[src/uart_pkg.sv]
package uart_pkg;

  localparam int CLKS_PER_BIT = 8;
  localparam int CNT_WIDTH    = $clog2(CLKS_PER_BIT);
  localparam logic [CNT_WIDTH-1:0] BIT_LAST  = CNT_WIDTH'(CLKS_PER_BIT - 1);
  localparam logic [CNT_WIDTH-1:0] HALF_LAST = CNT_WIDTH'(CLKS_PER_BIT / 2 - 1);

  // 8N1 frame, LSB first
  localparam int DATA_BITS = 8;
  localparam int IDX_WIDTH = $clog2(DATA_BITS);
  localparam logic [IDX_WIDTH-1:0] IDX_LAST = IDX_WIDTH'(DATA_BITS - 1);

  localparam logic [DATA_BITS-1:0] TRIGGER_CHAR = 8'h61;  // ASCII "a"

  typedef enum logic [1:0] {
    IDLE,
    START,
    DATA,
    STOP
  } uart_state_e;

endpackage

[src/telemetry_pkg.sv]
package telemetry_pkg;

  // Capture word layout, context on top of the watched status
  localparam int SIG_WIDTH  = 20;
  localparam int CTX_WIDTH  = 12;                     // Never triggers a capture
  localparam int WORD_WIDTH = CTX_WIDTH + SIG_WIDTH;  // 32

  localparam int FIFO_DEPTH = 16;
  localparam int PTR_WIDTH  = $clog2(FIFO_DEPTH);
  localparam int LVL_WIDTH  = PTR_WIDTH + 1;
  localparam logic [LVL_WIDTH-1:0] LVL_FULL = LVL_WIDTH'(FIFO_DEPTH);
  localparam logic [LVL_WIDTH-1:0] LVL_ONE  = LVL_WIDTH'(1);

  // Words per dump
  localparam int PACKET_WORDS = 4;
  localparam int PKT_WIDTH    = $clog2(PACKET_WORDS + 1);
  localparam logic [PKT_WIDTH-1:0] PKT_LAST = PKT_WIDTH'(PACKET_WORDS);

  // Eight hex digits per line, then CR LF
  localparam int HEX_DIGITS  = WORD_WIDTH / 4;
  localparam int DIGIT_WIDTH = $clog2(HEX_DIGITS);
  localparam logic [DIGIT_WIDTH-1:0] DIGIT_LAST = DIGIT_WIDTH'(HEX_DIGITS - 1);
  localparam logic [7:0] ASCII_CR = 8'h0d;
  localparam logic [7:0] ASCII_LF = 8'h0a;

  typedef enum logic [2:0] {
    IDLE,
    FETCH,     // Take one word from the FIFO
    EMIT_HEX,
    EMIT_CR,
    EMIT_LF
  } dump_state_e;

endpackage
[src/stream_if.sv]
`timescale 1ns/1ns

// Valid/ready stream, transfer on valid and ready at the clock edge
interface stream_if #(
  parameter int WIDTH = 8
);

  logic             valid;
  logic             ready;
  logic             last;   // Final beat of a packet
  logic [WIDTH-1:0] data;

  modport source (
    output valid,
    output last,
    output data,
    input  ready
  );

  modport sink (
    input  valid,
    input  last,
    input  data,
    output ready
  );

endinterface

[src/telemetry_core.sv]
`timescale 1ns/1ns

module telemetry_core (
  input  logic                                clock,
  input  logic                                rst_n_i,
  input  logic                                enable_i,
  input  logic [telemetry_pkg::SIG_WIDTH-1:0] change_i,
  input  logic [telemetry_pkg::CTX_WIDTH-1:0] ignore_i,
  input  logic                                send_n_i,
  input  logic                                uart_rx_i,
  output logic                                uart_tx_o,
  output logic                                dumping_o,
  output logic                                overflow_o
);

  stream_if #(.WIDTH(telemetry_pkg::WORD_WIDTH)) word_s ();  // Captured words
  stream_if #(.WIDTH(uart_pkg::DATA_BITS))       tx_s ();    // ASCII out
  stream_if #(.WIDTH(uart_pkg::DATA_BITS))       rx_s ();    // Serial commands in

  change_logger u_logger (
    .clock      (clock),
    .rst_n_i    (rst_n_i),
    .enable_i   (enable_i),
    .change_i   (change_i),
    .ignore_i   (ignore_i),
    .word_s     (word_s),
    .overflow_o (overflow_o)
  );

  hex_dumper u_dumper (
    .clock     (clock),
    .rst_n_i   (rst_n_i),
    .send_n_i  (send_n_i),
    .word_s    (word_s),
    .rx_s      (rx_s),
    .tx_s      (tx_s),
    .dumping_o (dumping_o)
  );

  uart_link u_uart (
    .clock     (clock),
    .rst_n_i   (rst_n_i),
    .tx_s      (tx_s),
    .rx_s      (rx_s),
    .uart_rx_i (uart_rx_i),
    .uart_tx_o (uart_tx_o)
  );

endmodule

[src/uart_link.sv]
`timescale 1ns/1ns

module uart_link (
  input  logic     clock,
  input  logic     rst_n_i,
  stream_if.sink   tx_s,
  stream_if.source rx_s,
  input  logic     uart_rx_i,
  output logic     uart_tx_o
);

  uart_pkg::uart_state_e tx_state_q;
  uart_pkg::uart_state_e rx_state_q;

  logic [uart_pkg::CNT_WIDTH-1:0] tx_cnt_q, rx_cnt_q;   // Clocks within a bit
  logic [uart_pkg::IDX_WIDTH-1:0] tx_idx_q, rx_idx_q;   // Data bit index
  logic [uart_pkg::DATA_BITS-1:0] tx_shift_q, rx_shift_q, rx_data_q;

  logic rx_meta_q;
  logic rx_sync_q;
  logic rx_valid_q;
  logic tx_tick_w;
  logic rx_tick_w;

  assign tx_tick_w  = (tx_cnt_q == uart_pkg::BIT_LAST);
  assign rx_tick_w  = (rx_cnt_q == uart_pkg::BIT_LAST);
  assign tx_s.ready = (tx_state_q == uart_pkg::IDLE);  // Low for the whole frame

  assign rx_s.valid = rx_valid_q;
  assign rx_s.data  = rx_data_q;
  assign rx_s.last  = 1'b1;  // Every byte stands alone

  always_ff @(posedge clock) begin
    if (tx_s.valid && tx_s.ready) begin
      tx_shift_q <= tx_s.data;
    end else if (tx_state_q == uart_pkg::DATA && tx_tick_w) begin
      tx_shift_q <= tx_shift_q >> 1;
    end
  end

  always_ff @(posedge clock or negedge rst_n_i) begin
    if (!rst_n_i) begin
      tx_state_q <= uart_pkg::IDLE;
      tx_cnt_q   <= '0;
      tx_idx_q   <= '0;
      uart_tx_o  <= 1'b1;
    end else begin
      tx_cnt_q <= tx_tick_w ? '0 : tx_cnt_q + 1'b1;
      case (tx_state_q)
        uart_pkg::IDLE: begin
          tx_cnt_q  <= '0;
          uart_tx_o <= ~tx_s.valid;  // Start bit goes out with the transfer
          if (tx_s.valid) tx_state_q <= uart_pkg::START;
        end
        uart_pkg::START: if (tx_tick_w) begin
          tx_idx_q   <= '0;
          uart_tx_o  <= tx_shift_q[0];
          tx_state_q <= uart_pkg::DATA;
        end
        uart_pkg::DATA: if (tx_tick_w) begin
          tx_idx_q <= tx_idx_q + 1'b1;
          if (tx_idx_q == uart_pkg::IDX_LAST) begin
            uart_tx_o  <= 1'b1;  // Stop bit
            tx_state_q <= uart_pkg::STOP;
          end else begin
            uart_tx_o <= tx_shift_q[1];
          end
        end
        default: if (tx_tick_w) tx_state_q <= uart_pkg::IDLE;
      endcase
    end
  end

  always_ff @(posedge clock) begin
    if (rx_state_q == uart_pkg::DATA && rx_tick_w) begin
      rx_shift_q <= {rx_sync_q, rx_shift_q[uart_pkg::DATA_BITS-1:1]};
    end
    if (rx_state_q == uart_pkg::STOP && rx_tick_w && rx_sync_q) begin
      rx_data_q <= rx_shift_q;
    end
  end

  always_ff @(posedge clock or negedge rst_n_i) begin
    if (!rst_n_i) begin
      rx_meta_q  <= 1'b1;
      rx_sync_q  <= 1'b1;
      rx_state_q <= uart_pkg::IDLE;
      rx_cnt_q   <= '0;
      rx_idx_q   <= '0;
      rx_valid_q <= 1'b0;
    end else begin
      rx_meta_q <= uart_rx_i;
      rx_sync_q <= rx_meta_q;
      rx_cnt_q  <= rx_tick_w ? '0 : rx_cnt_q + 1'b1;
      if (rx_s.ready) rx_valid_q <= 1'b0;
      case (rx_state_q)
        uart_pkg::IDLE: begin
          rx_cnt_q <= '0;
          if (!rx_sync_q) rx_state_q <= uart_pkg::START;
        end
        // Re-check the start bit at mid-bit
        uart_pkg::START: if (rx_cnt_q == uart_pkg::HALF_LAST) begin
          rx_cnt_q   <= '0;
          rx_idx_q   <= '0;
          rx_state_q <= rx_sync_q ? uart_pkg::IDLE : uart_pkg::DATA;
        end
        uart_pkg::DATA: if (rx_tick_w) begin
          rx_idx_q <= rx_idx_q + 1'b1;
          if (rx_idx_q == uart_pkg::IDX_LAST) rx_state_q <= uart_pkg::STOP;
        end
        default: if (rx_tick_w) begin
          if (rx_sync_q) rx_valid_q <= 1'b1;  // Good stop bit only
          rx_state_q <= uart_pkg::IDLE;
        end
      endcase
    end
  end

endmodule

[src/hex_dumper.sv]
`timescale 1ns/1ns

module hex_dumper (
  input  logic     clock,
  input  logic     rst_n_i,
  input  logic     send_n_i,  // Dump button, active low
  stream_if.sink   word_s,
  stream_if.sink   rx_s,
  stream_if.source tx_s,
  output logic     dumping_o
);

  telemetry_pkg::dump_state_e state_q;

  logic send_meta_q;
  logic send_sync_q;
  logic send_prev_q;
  logic start_q;
  logic last_q;  // Current word emptied the FIFO
  logic trigger_w;
  logic tx_done_w;
  logic end_w;

  logic [telemetry_pkg::WORD_WIDTH-1:0]  word_q;
  logic [telemetry_pkg::DIGIT_WIDTH-1:0] digit_q;
  logic [telemetry_pkg::PKT_WIDTH-1:0]   words_q;

  function automatic logic [7:0] to_hex(input logic [3:0] nibble);
    if (nibble < 4'd10) begin
      return 8'h30 + {4'h0, nibble};
    end
    return 8'h37 + {4'h0, nibble};  // Upper-case A to F
  endfunction

  // Button falling edge or an "a" from the serial line
  assign trigger_w = (send_prev_q & ~send_sync_q) |
                     (rx_s.valid & (rx_s.data == uart_pkg::TRIGGER_CHAR));
  assign rx_s.ready   = 1'b1;
  assign word_s.ready = (state_q == telemetry_pkg::FETCH);

  assign tx_s.valid = (state_q == telemetry_pkg::EMIT_HEX) |
                      (state_q == telemetry_pkg::EMIT_CR) |
                      (state_q == telemetry_pkg::EMIT_LF);
  assign tx_done_w  = tx_s.valid & tx_s.ready;
  assign end_w      = last_q | (words_q == telemetry_pkg::PKT_LAST);
  assign tx_s.last  = (state_q == telemetry_pkg::EMIT_LF) & end_w;
  assign dumping_o  = (state_q != telemetry_pkg::IDLE);

  always_comb begin
    case (state_q)
      telemetry_pkg::EMIT_CR: tx_s.data = telemetry_pkg::ASCII_CR;
      telemetry_pkg::EMIT_LF: tx_s.data = telemetry_pkg::ASCII_LF;
      default:                tx_s.data = to_hex(word_q[telemetry_pkg::WORD_WIDTH-1 -: 4]);
    endcase
  end

  always_ff @(posedge clock or negedge rst_n_i) begin
    if (!rst_n_i) begin
      send_meta_q <= 1'b1;
      send_sync_q <= 1'b1;
      send_prev_q <= 1'b1;
    end else begin
      send_meta_q <= send_n_i;
      send_sync_q <= send_meta_q;
      send_prev_q <= send_sync_q;
    end
  end

  // MSB nibble first, shifted out as each digit goes
  always_ff @(posedge clock) begin
    if (word_s.valid && word_s.ready) begin
      word_q <= word_s.data;
    end else if (state_q == telemetry_pkg::EMIT_HEX && tx_done_w) begin
      word_q <= word_q << 4;
    end
  end

  always_ff @(posedge clock or negedge rst_n_i) begin
    if (!rst_n_i) begin
      state_q <= telemetry_pkg::IDLE;
      start_q <= 1'b0;
      last_q  <= 1'b0;
      digit_q <= '0;
      words_q <= '0;
    end else begin
      start_q <= trigger_w & (state_q == telemetry_pkg::IDLE);  // Ignored while busy
      case (state_q)
        telemetry_pkg::IDLE: if (start_q) begin
          words_q <= '0;
          state_q <= telemetry_pkg::FETCH;
        end
        telemetry_pkg::FETCH: if (word_s.valid) begin
          last_q  <= word_s.last;
          words_q <= words_q + 1'b1;
          digit_q <= '0;
          state_q <= telemetry_pkg::EMIT_HEX;
        end else begin
          state_q <= telemetry_pkg::IDLE;  // Nothing left to send
        end
        telemetry_pkg::EMIT_HEX: if (tx_done_w) begin
          digit_q <= digit_q + 1'b1;
          if (digit_q == telemetry_pkg::DIGIT_LAST) state_q <= telemetry_pkg::EMIT_CR;
        end
        telemetry_pkg::EMIT_CR: if (tx_done_w) state_q <= telemetry_pkg::EMIT_LF;
        telemetry_pkg::EMIT_LF: if (tx_done_w) begin
          state_q <= end_w ? telemetry_pkg::IDLE : telemetry_pkg::FETCH;
        end
        default: state_q <= telemetry_pkg::IDLE;
      endcase
    end
  end

endmodule

[src/change_logger.sv]
`timescale 1ns/1ns

module change_logger (
  input  logic                                clock,
  input  logic                                rst_n_i,
  input  logic                                enable_i,
  input  logic [telemetry_pkg::SIG_WIDTH-1:0] change_i,
  input  logic [telemetry_pkg::CTX_WIDTH-1:0] ignore_i,
  stream_if.source                            word_s,
  output logic                                overflow_o
);

  logic [telemetry_pkg::WORD_WIDTH-1:0] mem_q [telemetry_pkg::FIFO_DEPTH];

  logic [telemetry_pkg::SIG_WIDTH-1:0] prev_q;   // Status seen last cycle
  logic [telemetry_pkg::PTR_WIDTH-1:0] wr_ptr_q;
  logic [telemetry_pkg::PTR_WIDTH-1:0] rd_ptr_q;
  logic [telemetry_pkg::LVL_WIDTH-1:0] count_q;

  logic capture_w;
  logic full_w;
  logic push_w;
  logic pop_w;

  // Only the status vector can trigger a capture
  assign capture_w = enable_i & (change_i != prev_q);
  assign full_w    = (count_q == telemetry_pkg::LVL_FULL);
  assign push_w    = capture_w & ~full_w;
  assign pop_w     = word_s.valid & word_s.ready;

  assign word_s.valid = (count_q != '0);
  assign word_s.last  = (count_q == telemetry_pkg::LVL_ONE);  // This word empties the FIFO
  assign word_s.data  = mem_q[rd_ptr_q];

  always_ff @(posedge clock) begin
    if (push_w) begin
      mem_q[wr_ptr_q] <= {ignore_i, change_i};
    end
  end

  always_ff @(posedge clock or negedge rst_n_i) begin
    if (!rst_n_i) begin
      prev_q     <= '0;
      wr_ptr_q   <= '0;
      rd_ptr_q   <= '0;
      count_q    <= '0;
      overflow_o <= 1'b0;
    end else begin
      prev_q <= change_i;

      if (push_w) begin
        wr_ptr_q <= wr_ptr_q + 1'b1;  // Wraps, depth is a power of two
      end
      if (pop_w) begin
        rd_ptr_q <= rd_ptr_q + 1'b1;
      end

      case ({push_w, pop_w})
        2'b10:   count_q <= count_q + 1'b1;
        2'b01:   count_q <= count_q - 1'b1;
        default: count_q <= count_q;
      endcase

      // Sticky until reset
      if (capture_w && full_w) begin
        overflow_o <= 1'b1;
      end
    end
  end

endmodule

[config.mk]
export PLATFORM = sky130hd
export DESIGN_NAME = telemetry_core
export DESIGN_NICKNAME = d
export VERILOG_FILES = /design/src/uart_pkg.sv /design/src/telemetry_pkg.sv /design/src/stream_if.sv /design/src/telemetry_core.sv /design/src/uart_link.sv /design/src/hex_dumper.sv /design/src/change_logger.sv
export SDC_FILE = /design/constraint.sdc
export NUM_CORES = 1
export LEC_CHECK = 0
export BUFFER_PORTS_ARGS = -buffer_cell sky130_fd_sc_hd__buf_2
export CAP_MARGIN = 20
export CORE_MARGIN = 4
export CORE_UTILIZATION = 35
export CTS_BUF_LIST = sky130_fd_sc_hd__clkbuf_8
export DETAILED_ROUTE_END_ITERATION = 16
export PLACE_DENSITY = 0.56
export SETUP_SLACK_MARGIN = 0.02
export SLEW_MARGIN = 20
export SYNTH_ARGS = -nofsm -noshare
export SYNTH_HDL_FRONTEND = slang
export SYNTH_SLANG_ARGS = --single-unit
[constraint.sdc]
create_clock -name clock -period 5.15 [get_ports clock]
set_input_delay 1.03 -clock clock [delete_from_list [all_inputs] [get_ports clock]]
set_output_delay 1.03 -clock clock [all_outputs]
set_load 0.05 [all_outputs]
==> flow_metrics.env, run 1 <==
export IMPL_fmax_ghz=0.2955
export IMPL_gp_congestion=0.7629
export IMPL_core_um2=70030
export IMPL_synth_most_common_cell="edfxtp_1"
export IMPL_worstHoldEndpoint="u_uart.rx_sync_q"
export IMPL_setup_viol=0
export IMPL_dp_hpwl_um=32860
export IMPL_cts_setup_buffers=0
export IMPL_rrSetupSlack_ps=1770
export IMPL_grt_max_degree=69
export IMPL_crit_required_ps=5500
export IMPL_die_area_um2=74950
export IMPL_clk_path_buf_depth=3
export IMPL_p_sw_mw=4.370
export IMPL_critPathLaunchType="register"
export IMPL_floorplan_io_pins=40
export IMPL_cpPeakStageDelay_ps=570
export IMPL_rr_endpoint="u_dumper.word_q[18]"
export IMPL_worst_pin_slew_ps=991.9
export IMPL_antenna_found_initial=5
export IMPL_yosys_warnings=0
export IMPL_ant_nets=0
export IMPL_first_pass_iters=5
export IMPL_rsz0062_at_grt="false"
export IMPL_ys_top_cells_by_area="edfxtp_1 69%, mux4_2 12%, dfrtp_1 6.3%"
export IMPL_worstRegToRegCells=10
export IMPL_grt_pass1_vias=12879
export IMPL_path_class="reg -> reg"
export IMPL_syn_area_per_cell_um2=20.40
export IMPL_yosys_area_top_type="edfxtp_1"
export IMPL_leakage_nw=9.320
export IMPL_switching_share_pct=30.26
export IMPL_slew_headroom_pct=33.87
export IMPL_end_kind="register"
export IMPL_path_clk_slew_ps=60
export IMPL_clkLatencyLatePin_ps=700
export IMPL_hold_buffers=0
export IMPL_slew_viol_final=0
export IMPL_die_h_um=273.8
export IMPL_p_total_mw=14.44
export IMPL_postRouteWirelength_um=55600
export IMPL_powerDensity_nw_per_um2=511.9
export IMPL_area_delta_synth_final_pct=14.14
export IMPL_drt_iter0_drc=1009
export IMPL_status="finished, final reports clean"
export IMPL_synth_top_area_share_pct=68.87
export IMPL_crit_family="buffers and inverters"
export IMPL_cts_buffers=103
export IMPL_synthArstFlopShare_pct=10.71
export IMPL_hold_viol_final=0
export IMPL_p_int_mw=10.07
export IMPL_cap_violations=0
export IMPL_cts_resized=0
export IMPL_p_comb_share_pct=24.5
export IMPL_p_seq_share_pct=48.0
export IMPL_grt_usage_pct=15.06
export IMPL_fin_nets=1419
export IMPL_cts_root_buf="clkbuf_8"
export IMPL_worstHoldPathCells=0
export IMPL_pwr_share_clk_pct=27.5
export IMPL_cp_arrival_ps=3730
export IMPL_rows=97
export IMPL_cts_sinks=635
export IMPL_synth_distinct_cells=49
export IMPL_grt_pass1_wl_um=83410
export IMPL_drc=0
export IMPL_synth_ff_type="edfxtp_1"
export IMPL_cts_tree="done"
export IMPL_min_period_ps=3384
export IMPL_io_buffers=39
export IMPL_path_cells="inv_1 -> ha_1 -> nor4b_1 -> nor2_1 -> nand2_2 -> buf_4 -> inv_1 -> nand2_1 -> buf_4 -> o221ai_1"
export IMPL_syn_nets=1283
export IMPL_synth_area_um2=24720
export IMPL_hp_start="u_uart.rx_meta_q"
export IMPL_cpMaxStageDelayCell="nor4b_1"
export IMPL_gr_total_overflow=0
export IMPL_cp_max_fo=28
export IMPL_synth_edf_count=567
export IMPL_start_util_pct=35.30
export IMPL_synth_seq_cells=635
export IMPL_seq_area_frac_synth_pct=75.79
export IMPL_hold_class="reg -> reg"
export IMPL_vias=12060
export IMPL_worst_path_buf_inv=4
export IMPL_drive_gt1_share_pct=26.07
export IMPL_synthTopCellsByCount="567 x edfxtp_1, 128 x mux4_2, 75 x nand2_1"
export IMPL_h_tree_depth=3
export IMPL_period_share_pct=65.71
export IMPL_timing_hold_ws_ps=337.3
export IMPL_syn_inst=1212
export IMPL_vias_per_cell=5.086
export IMPL_wl_per_cell_um=23.45
export IMPL_peakVddDrop_v=0.0002723
export IMPL_skew_ps=44.46
export IMPL_fp_dieW_um=273.8
export IMPL_rr_startpoint="u_logger.count_q[0]"
-- state kept, by name (all words and copies together) (netlist names), 4 cells and up --
| name | flops |
|---|---|
| u_logger.wr_ptr_q | 4 |
| u_logger.prev_q | 20 |
| u_uart.tx_shift_q | 7 |
| u_dumper.word_q | 32 |
| u_logger.count_q | 5 |
| u_uart.rx_s.data | 8 |
| u_logger.rd_ptr_q | 4 |
| u_logger.mem_q | 512 |
| u_uart.rx_shift_q | 8 |
-- metal layers --
layer / track usage (%) / share of wire (%) / up-vias / routed length, um
li1: - / - / 5231 / -
met1: 19.63 / 42 / 6376 / 23500
met2: 25.21 / 50 / 351 / 27690
met3: 3.006 / 5.2 / 100 / 2902
met4: 5.378 / 2.7 / 2 / 1494
met5: 0 / 0.014 / - / 8
-- kinds of logic after synthesis --
logic type / share of synthesized area, %
XOR/XNOR: 1.169
AND/OR/NAND/NOR: 2.925
buffers and inverters: 1.437
AO/OA/AOI/OAI: 2.475
adder cells (fa/ha/maj): 1.721
multiplexers: 14.49
flip-flops: 75.79
-- through the flow --
| stage | worst slack [ps] | instance area, um^2 | std cells | util [%] | TNS, ps |
|---|---|---|---|---|---|
| global route | 1526 | 28210 | 2370 | 40.29 | 0 |
| floorplan | -17.31 | 24720 | 1212 | - | -2215 |
| global placement | 1133 | 26320 | 2183 | 37.58 | 0 |
| CTS | 1853 | 28200 | 2367 | 40.27 | 0 |
| detailed placement | 1173 | 26320 | 2183 | 37.59 | 0 |
| finish | 1766 | 28220 | 2371 | 40.29 | 0 |
-- power by group through the flow --
| stage | Clock [mW] | Sequential [mW] | Combinational (mW) |
|---|---|---|---|
| 3_5_place_dp | 0 | 7.04 | 3.60 |
| 6_report | 3.97 | 6.93 | 3.55 |
| 2_1_floorplan | 0 | 6.75 | 2.68 |
| 5_1_grt | 4.37 | 7.00 | 3.87 |
| 3_3_place_gp | 0 | 7.02 | 3.56 |
| 4_1_cts | 4.11 | 6.94 | 3.62 |
-- cell usage in the layout (no fill, tap or decap), types with 6 or more instances in the layout --
cell / n
edfxtp_1: 567
mux4_2: 128
clkbuf_8: 111
nand2_1: 73
dfrtp_1: 59
inv_1: 58
mux2i_1: 57
buf_4: 43
buf_2: 38
ha_1: 34
o221ai_1: 28
xnor2_1: 27
clkinv_1: 23
o21ai_0: 21
nor2_1: 13
a21oi_1: 13
nor3_2: 11
nand3_1: 11
clkinv_2: 10
nand4_1: 8
nand2b_1: 7
and2_1: 6
xor2_1: 6
dfstp_2: 6
-- worst max path at each step --
| stage | from | end | cells after the start |
|---|---|---|---|
| finish | u_logger.count_q[0] | u_dumper.word_q[18] | 10 |
| global route | u_logger.count_q[0] | u_dumper.word_q[18] | 10 |
| CTS | u_logger.count_q[0] | u_dumper.word_q[18] | 10 |
| detailed placement | change_i[3] | u_logger.mem_q[8][5] | 7 |
| global placement | change_i[19] | u_logger.mem_q[15][25] | 7 |
| floorplan | change_i[8] | u_logger.mem_q[0][0] | 5 |
-- final cells by class --
class	count	area, um^2
antenna	4	10.01
tap	940	1176
clock buffer	111	1528
fill	6268	41810
inverter	25	93.84
clock inverter	73	346.6
multi-input combinational	498	5732
sequential	635	18750
timing repair buffer	85	584.3
(Power assumes the default switching activity.)
==> run 2: changes to the inputs <==
Settings changed: ABC_AREA from default to 1.
Clock period 5.15 ns to 3.28 ns, I/O delays scaled along.
==> run 2 against run 1 <==
Compared with the run above: wire length increased by 22%; via count increased by 41%; count of clock-buffer cells in the layout increased by 1; sequential share of layout area decreased by 3.8 points.
==> flow_metrics.env, run 2 <==
export IMPL_final_cell_mix="626 x nand2_1, 567 x edfxtp_1, 243 x nand3_1"
export IMPL_first_pass_iters=6
export IMPL_ant_nets=0
export IMPL_top_register="u_logger.mem_q"
export IMPL_hold_viol_final=0
export IMPL_wl_per_cell_um=20.24
export IMPL_final_common_cell="nand2_1"
export IMPL_powerDensity_nw_per_um2=859.1
export IMPL_worst_path_buf_inv=3
export IMPL_path_class="reg -> reg"
export IMPL_fmax_ghz=0.3591
export IMPL_h_tree_depth=3
export IMPL_fin_nets=2383
export IMPL_gr_total_overflow=0
export IMPL_clk_path_buf_depth=3
export IMPL_final_cells=3361
export IMPL_finalSetupTns_ps=0
export IMPL_peakVddDrop_v=0.0005549
export IMPL_path_clk_slew_ps=60
export IMPL_crit_family="simple AND/OR/NAND/NOR gates"
export IMPL_fp_dieW_um=280.9
export IMPL_path_cells="inv_1 -> ha_1 -> nand3_1 -> nand3_2 -> buf_12 -> nor2_4 -> buf_4"
export IMPL_grt_pass1_wl_um=103800
export IMPL_floorplan_io_pins=40
export IMPL_slew_headroom_pct=34.53
export IMPL_area_delta_synth_final_pct=14.90
export IMPL_synthMuxAreaShare_pct=0
export IMPL_gp_congestion=0.8024
export IMPL_syn_inst=2195
export IMPL_cp_max_fo=17
export IMPL_synthArstFlopShare_pct=10.71
export IMPL_synth_seq_cells=635
export IMPL_top_regs="u_logger.mem_q (512), u_dumper.word_q (32), u_logger.prev_q (20)"
export IMPL_yosys_area_top_type="edfxtp_1"
export IMPL_postRouteWirelength_um=68030
export IMPL_io_buffers=39
export IMPL_synth_area_um2=26060
export IMPL_cts_root_buf="clkbuf_8"
export IMPL_slew_viol_final=0
export IMPL_synthTopCellsByCount="627 x nand2_1, 567 x edfxtp_1, 244 x nand3_1"
export IMPL_cts_resized=0
export IMPL_cpMaxStageDelayCell="nor2_4"
export IMPL_cap_violations=0
export IMPL_cts_tree="done"
export IMPL_grt_pass1_vias=16878
export IMPL_seq_area_frac_synth_pct=71.89
export IMPL_largest_reg_flops=512
export IMPL_cp_arrival_ps=3160
export IMPL_synth_top_area_share_pct=65.33
export IMPL_worst_pin_slew_ps=979.7
export IMPL_synth_distinct_cells=33
export IMPL_status="finished, final reports clean"
export IMPL_die_h_um=280.9
export IMPL_leakage_nw=11.23
export IMPL_yosys_warnings=0
export IMPL_synth_xor_area_share_pct=0.5041
export IMPL_timing_hold_ws_ps=25.58
export IMPL_synth_edf_count=567
export IMPL_setup_viol=0
export IMPL_crit_required_ps=3660
export IMPL_post_dp_cell_area_um2=27840
export IMPL_hold_class="in -> async"
export IMPL_vias_per_cell=5.066
export IMPL_antenna_found_initial=2
export IMPL_vias=17027
export IMPL_min_period_ps=2785
export IMPL_synthAdderAreaFrac_pct=1.632
export IMPL_synth_most_common_cell="nand2_1"
export IMPL_cts_buffers=104
export IMPL_cts_sinks=635
export IMPL_core_um2=73330
export IMPL_skew_ps=31.62
export IMPL_drive_gt1_share_pct=12.54
export IMPL_synth_ff_type="edfxtp_1"
export IMPL_drt_iter0_drc=1448
export IMPL_dp_hpwl_um=40700
export IMPL_synth_top_family_by_area="simple AND/OR/NAND/NOR gates"
export IMPL_synth_compound_gate_area_share_pct=5.704
export IMPL_rsz0062_at_grt="false"
export IMPL_start_util_pct=35.54
export IMPL_fin_area_um2=29950
export IMPL_drc=0
export IMPL_grt_max_degree=152
export IMPL_synthSimpleGateAreaFrac_pct=16.36
export IMPL_fill_cells=6905
export IMPL_dpl_cell_count=3162
export IMPL_syn_area_per_cell_um2=11.87
export IMPL_cpPeakStageDelay_ps=700
export IMPL_die_area_um2=78890
export IMPL_period_share_pct=84.90
export IMPL_ys_top_cells_by_area="edfxtp_1 65%, nand2_1 9.0%, dfrtp_1 6.0%"
export IMPL_clkLatencyLatePin_ps=700
export IMPL_grt_usage_pct=17.23
export IMPL_multiInputGateArea_um2=6434
export IMPL_rows=99
export IMPL_end_kind="register"
export IMPL_regArea_um2=18750
export IMPL_syn_nets=2266
export IMPL_critPathLaunchType="register"
[run 2: cell types whose count changed after synthesis, moves of 25 or more]
cell,before,now
o221ai_1,28,0
mux2i_1,57,0
nand3_1,11,244
inv_1,24,76
mux4_2,128,0
nand2_1,75,627
a21oi_1,13,155
o31ai_1,4,29
o21ai_0,21,63
buf_2,15,51
nor2_1,13,150
[run 2: where the power goes]
group	switching [mW]	internal [mW]
logic	5.89	2.50
registers	0.498	10.0
clock network	3.13	3.69
total	9.52	16.2
[run 2: cells by family after synthesis]
logic type / Yosys count
fa+ha+maj: 34
simple gates: 1039
flops: 635
buf+inv: 199
xor+xnor: 15
compound gates: 273
[run 2: final timing paths]
kind	start	endpoint	slack, ps	cells after the start
max	u_logger.count_q[0]	u_logger.mem_q[9][2]	500	7
min	rst_n_i	u_uart.tx_state_q[0]	30	1
max reg2reg	u_logger.count_q[0]	u_logger.mem_q[9][2]	500	7
min reg2reg	u_dumper.send_meta_q	u_dumper.send_sync_q	360	0
max in group asynchronous	rst_n_i	u_logger.prev_q[14]	2460	2
min in group clock	change_i[5]	u_logger.prev_q[5]	120	1
[run 2: cell type report]
cell class | instances | share of cell area (%)
Antenna cell | 2 | 0.01671
Clock buffer | 112 | 5.148
Clock inverter | 82 | 1.734
Inverter | 83 | 1.065
Multi-Input combinational cell | 1361 | 21.48
Sequential cell | 635 | 62.60
Tap cell | 959 | 4.007
Timing Repair Buffer | 127 | 3.944
[run 2: metal layers]
metal / vias to the layer above / track usage [%] / share of wire [%]
li1: 7920 / - / -
met1: 8441 / 23.30 / 44
met2: 541 / 28.34 / 48
met3: 125 / 2.849 / 5.7
met4: 0 / 5.990 / 2.8
met5: - / 0 / 0
[run 2: per-stage QoR]
step | power, mW | worst slack, ps | utilization [%]
floorplan | 16.15 | 177.7 | -
global placement | 18.91 | 82.91 | 37.75
detailed placement | 19.06 | 10.33 | 37.96
CTS | 25.96 | 444.2 | 40.80
global route | 27.27 | 331.4 | 40.83
finish | 25.72 | 495.3 | 40.84
[run 2: worst reg2reg max path, stage by stage (launching register included)]
cell and delay, ps:
dfrtp_1 420, inv_1 100, ha_1 230, nand3_1 240, nand3_2 200, buf_12 220
nor2_4 700, buf_4 370
[run 2: what timing repair did]
| item | 4_1_cts | 5_1_grt |
|---|---|---|
| hold buffers | 2 | 0 |
| endpoints found under the setup margin | 0 | 0 |
| setup buffers | 0 | 0 |
| hold endpoints to repair | 2 | 0 |
==> run 3: changes to the inputs <==
Settings changed: PLACE_DENSITY 0.56 to 0.58.
Clock period 3.28 ns to 2.3 ns, I/O delays scaled along.
==> run 3 against run 2 <==
Compared with the run above: first-iteration DRC count is 0.28% lower; setup slack worse by 350 ps; largest cell class unchanged; critical path depth down 2; count of clock-buffer cells in the layout decreased by 1; clock skew increased by 13 ps; critical path type is now reg -> out; highest routed layer unchanged; wire length is 1.1% lower.
==> flow_metrics.env, run 3 (synthesized netlist as in run 2, its figures left out) <==
export IMPL_status="finished, final reports clean"
export IMPL_h_tree_depth=3
export IMPL_fmax_ghz=0.4640
export IMPL_cts_root_buf="clkbuf_8"
export IMPL_timing_hold_ws_ps=58.55
export IMPL_clk_path_buf_depth=3
export IMPL_fill_cells=6768
export IMPL_slew_headroom_pct=70.40
export IMPL_end_kind="output port"
export IMPL_rows=99
export IMPL_io_buffers=39
export IMPL_drc=0
export IMPL_largest_reg_flops=512
export IMPL_top_regs="u_logger.mem_q (512), u_dumper.word_q (32), u_logger.prev_q (20)"
export IMPL_vias_per_cell=5.028
export IMPL_gp_congestion=0.7877
export IMPL_hold_class="in -> reg"
export IMPL_start_util_pct=35.54
export IMPL_finalSetupTns_ps=0
export IMPL_final_cell_mix="624 x nand2_1, 567 x edfxtp_1, 243 x nand3_1"
export IMPL_grt_pass1_vias=17048
export IMPL_post_dp_cell_area_um2=28300
export IMPL_wl_per_cell_um=19.73
export IMPL_postRouteWirelength_um=67290
export IMPL_antenna_found_initial=2
export IMPL_first_pass_iters=6
export IMPL_fin_area_um2=30700
export IMPL_setup_viol=0
export IMPL_slew_viol_final=0
export IMPL_dp_hpwl_um=40450
export IMPL_period_share_pct=93.71
export IMPL_leakage_nw=11.58
export IMPL_ant_nets=0
export IMPL_fin_nets=2435
export IMPL_powerDensity_nw_per_um2=1199
export IMPL_fp_dieW_um=280.9
export IMPL_top_register="u_logger.mem_q"
export IMPL_grt_usage_pct=17.04
export IMPL_drive_gt1_share_pct=14.61
export IMPL_cp_max_fo=4
export IMPL_cts_tree="done"
export IMPL_die_area_um2=78890
export IMPL_skew_ps=44.60
export IMPL_crit_required_ps=1840
export IMPL_grt_max_degree=78
export IMPL_cp_arrival_ps=1700
export IMPL_peakVddDrop_v=0.0005807
export IMPL_die_h_um=280.9
export IMPL_p_total_mw=36.81
export IMPL_cts_buffers=104
export IMPL_cap_violations=0
export IMPL_cts_sinks=635
export IMPL_critPathLaunchType="register"
export IMPL_hold_viol_final=0
export IMPL_worst_pin_slew_ps=439.3
export IMPL_floorplan_io_pins=40
export IMPL_core_um2=73330
export IMPL_grt_pass1_wl_um=102900
export IMPL_path_clk_slew_ps=60
export IMPL_area_delta_synth_final_pct=17.80
export IMPL_gr_total_overflow=0
export IMPL_rsz0062_at_grt="true"
export IMPL_final_common_cell="nand2_1"
export IMPL_clkLatencyLatePin_ps=740
export IMPL_path_class="reg -> out"
export IMPL_min_period_ps=2155
export IMPL_drt_iter0_drc=1444
export IMPL_vias=17151
[run 3: cell types whose count changed in the layout (fill, tap and decap cells not counted), sizes merged]
cell and delta:
diode -1, clkbuf -1, bufinv -6, dlygate4sd3 +8
inv +9, buf +43, clkinvlp +1, clkinv -4
nor2 +1
[run 3: layer usage]
| layer | GRT usage [%] | vias up | wire length [um] |
|---|---|---|---|
| met5 | 0 | - | 0 |
| met4 | 5.626 | 0 | 1425 |
| met3 | 2.675 | 92 | 3920 |
| met2 | 28.99 | 556 | 33400 |
| met1 | 22.43 | 8479 | 28540 |
| li1 | - | 8024 | - |
[run 3: final timing paths]
check,startpoint,end,slack (ps),depth (start not counted)
worst max-delay path,u_dumper.state_q[2],dumping_o,140,5
max in group asynchronous,rst_n_i,u_uart.rx_sync_q,1430,3
worst min-delay path,change_i[9],u_logger.mem_q[9][9],60,2
min in group asynchronous,rst_n_i,u_logger.rd_ptr_q[3],210,2
worst max register to register,u_logger.prev_q[17],u_logger.count_q[3],170,14
worst min register to register,u_uart.rx_meta_q,u_uart.rx_sync_q,360,0
[run 3: per-stage QoR]
step | cells | setup slack [ps] | utilization (%)
final | 3411 | 144.8 | 41.86
after global routing | 3411 | -19.50 | 41.86
after CTS | 3401 | 18.78 | 41.70
after detailed placement | 3186 | -618.9 | 38.60
after global placement | 3178 | -592.7 | 38.36
after floorplan | 2195 | -132.8 | -
[run 3: where the power goes]
part | switching, mW | internal [mW]
clock network | 4.58 | 4.63
logic | 8.50 | 4.16
registers | 0.673 | 14.3
[run 3: worst max-delay path, stage by stage (launching register included)]
cell and delay (ps):
dfrtp_1 390, inv_2 90, nand2_1 70, nor2_1 130, inv_1 110, buf_4 200
[run 3: final cells by class]
class / count / area, um^2 / share of cell area (%)
Clock buffer: 111 / 1528 / 4.976
Clock inverter: 82 / 435.4 / 1.418
Multi-Input combinational cell: 1362 / 6497 / 21.16
Timing Repair Buffer: 178 / 1972 / 6.423
Antenna cell: 1 / 2.502 / 0.008151
Sequential cell: 635 / 18750 / 61.06
Tap cell: 959 / 1200 / 3.909
Inverter: 83 / 319.1 / 1.039
[run 3: what timing repair did]
| action | in CTS | in global routing |
|---|---|---|
| hold buffers | 10 | 0 |
| setup buffers | 11 | 9 |
| endpoints found under the hold margin | 34 | 0 |
| gates resized for setup | 12 | 6 |
| setup endpoints to repair | 321 | 38 |
| pin swaps | 4 | 3 |
| cloned | 1 | 0 |
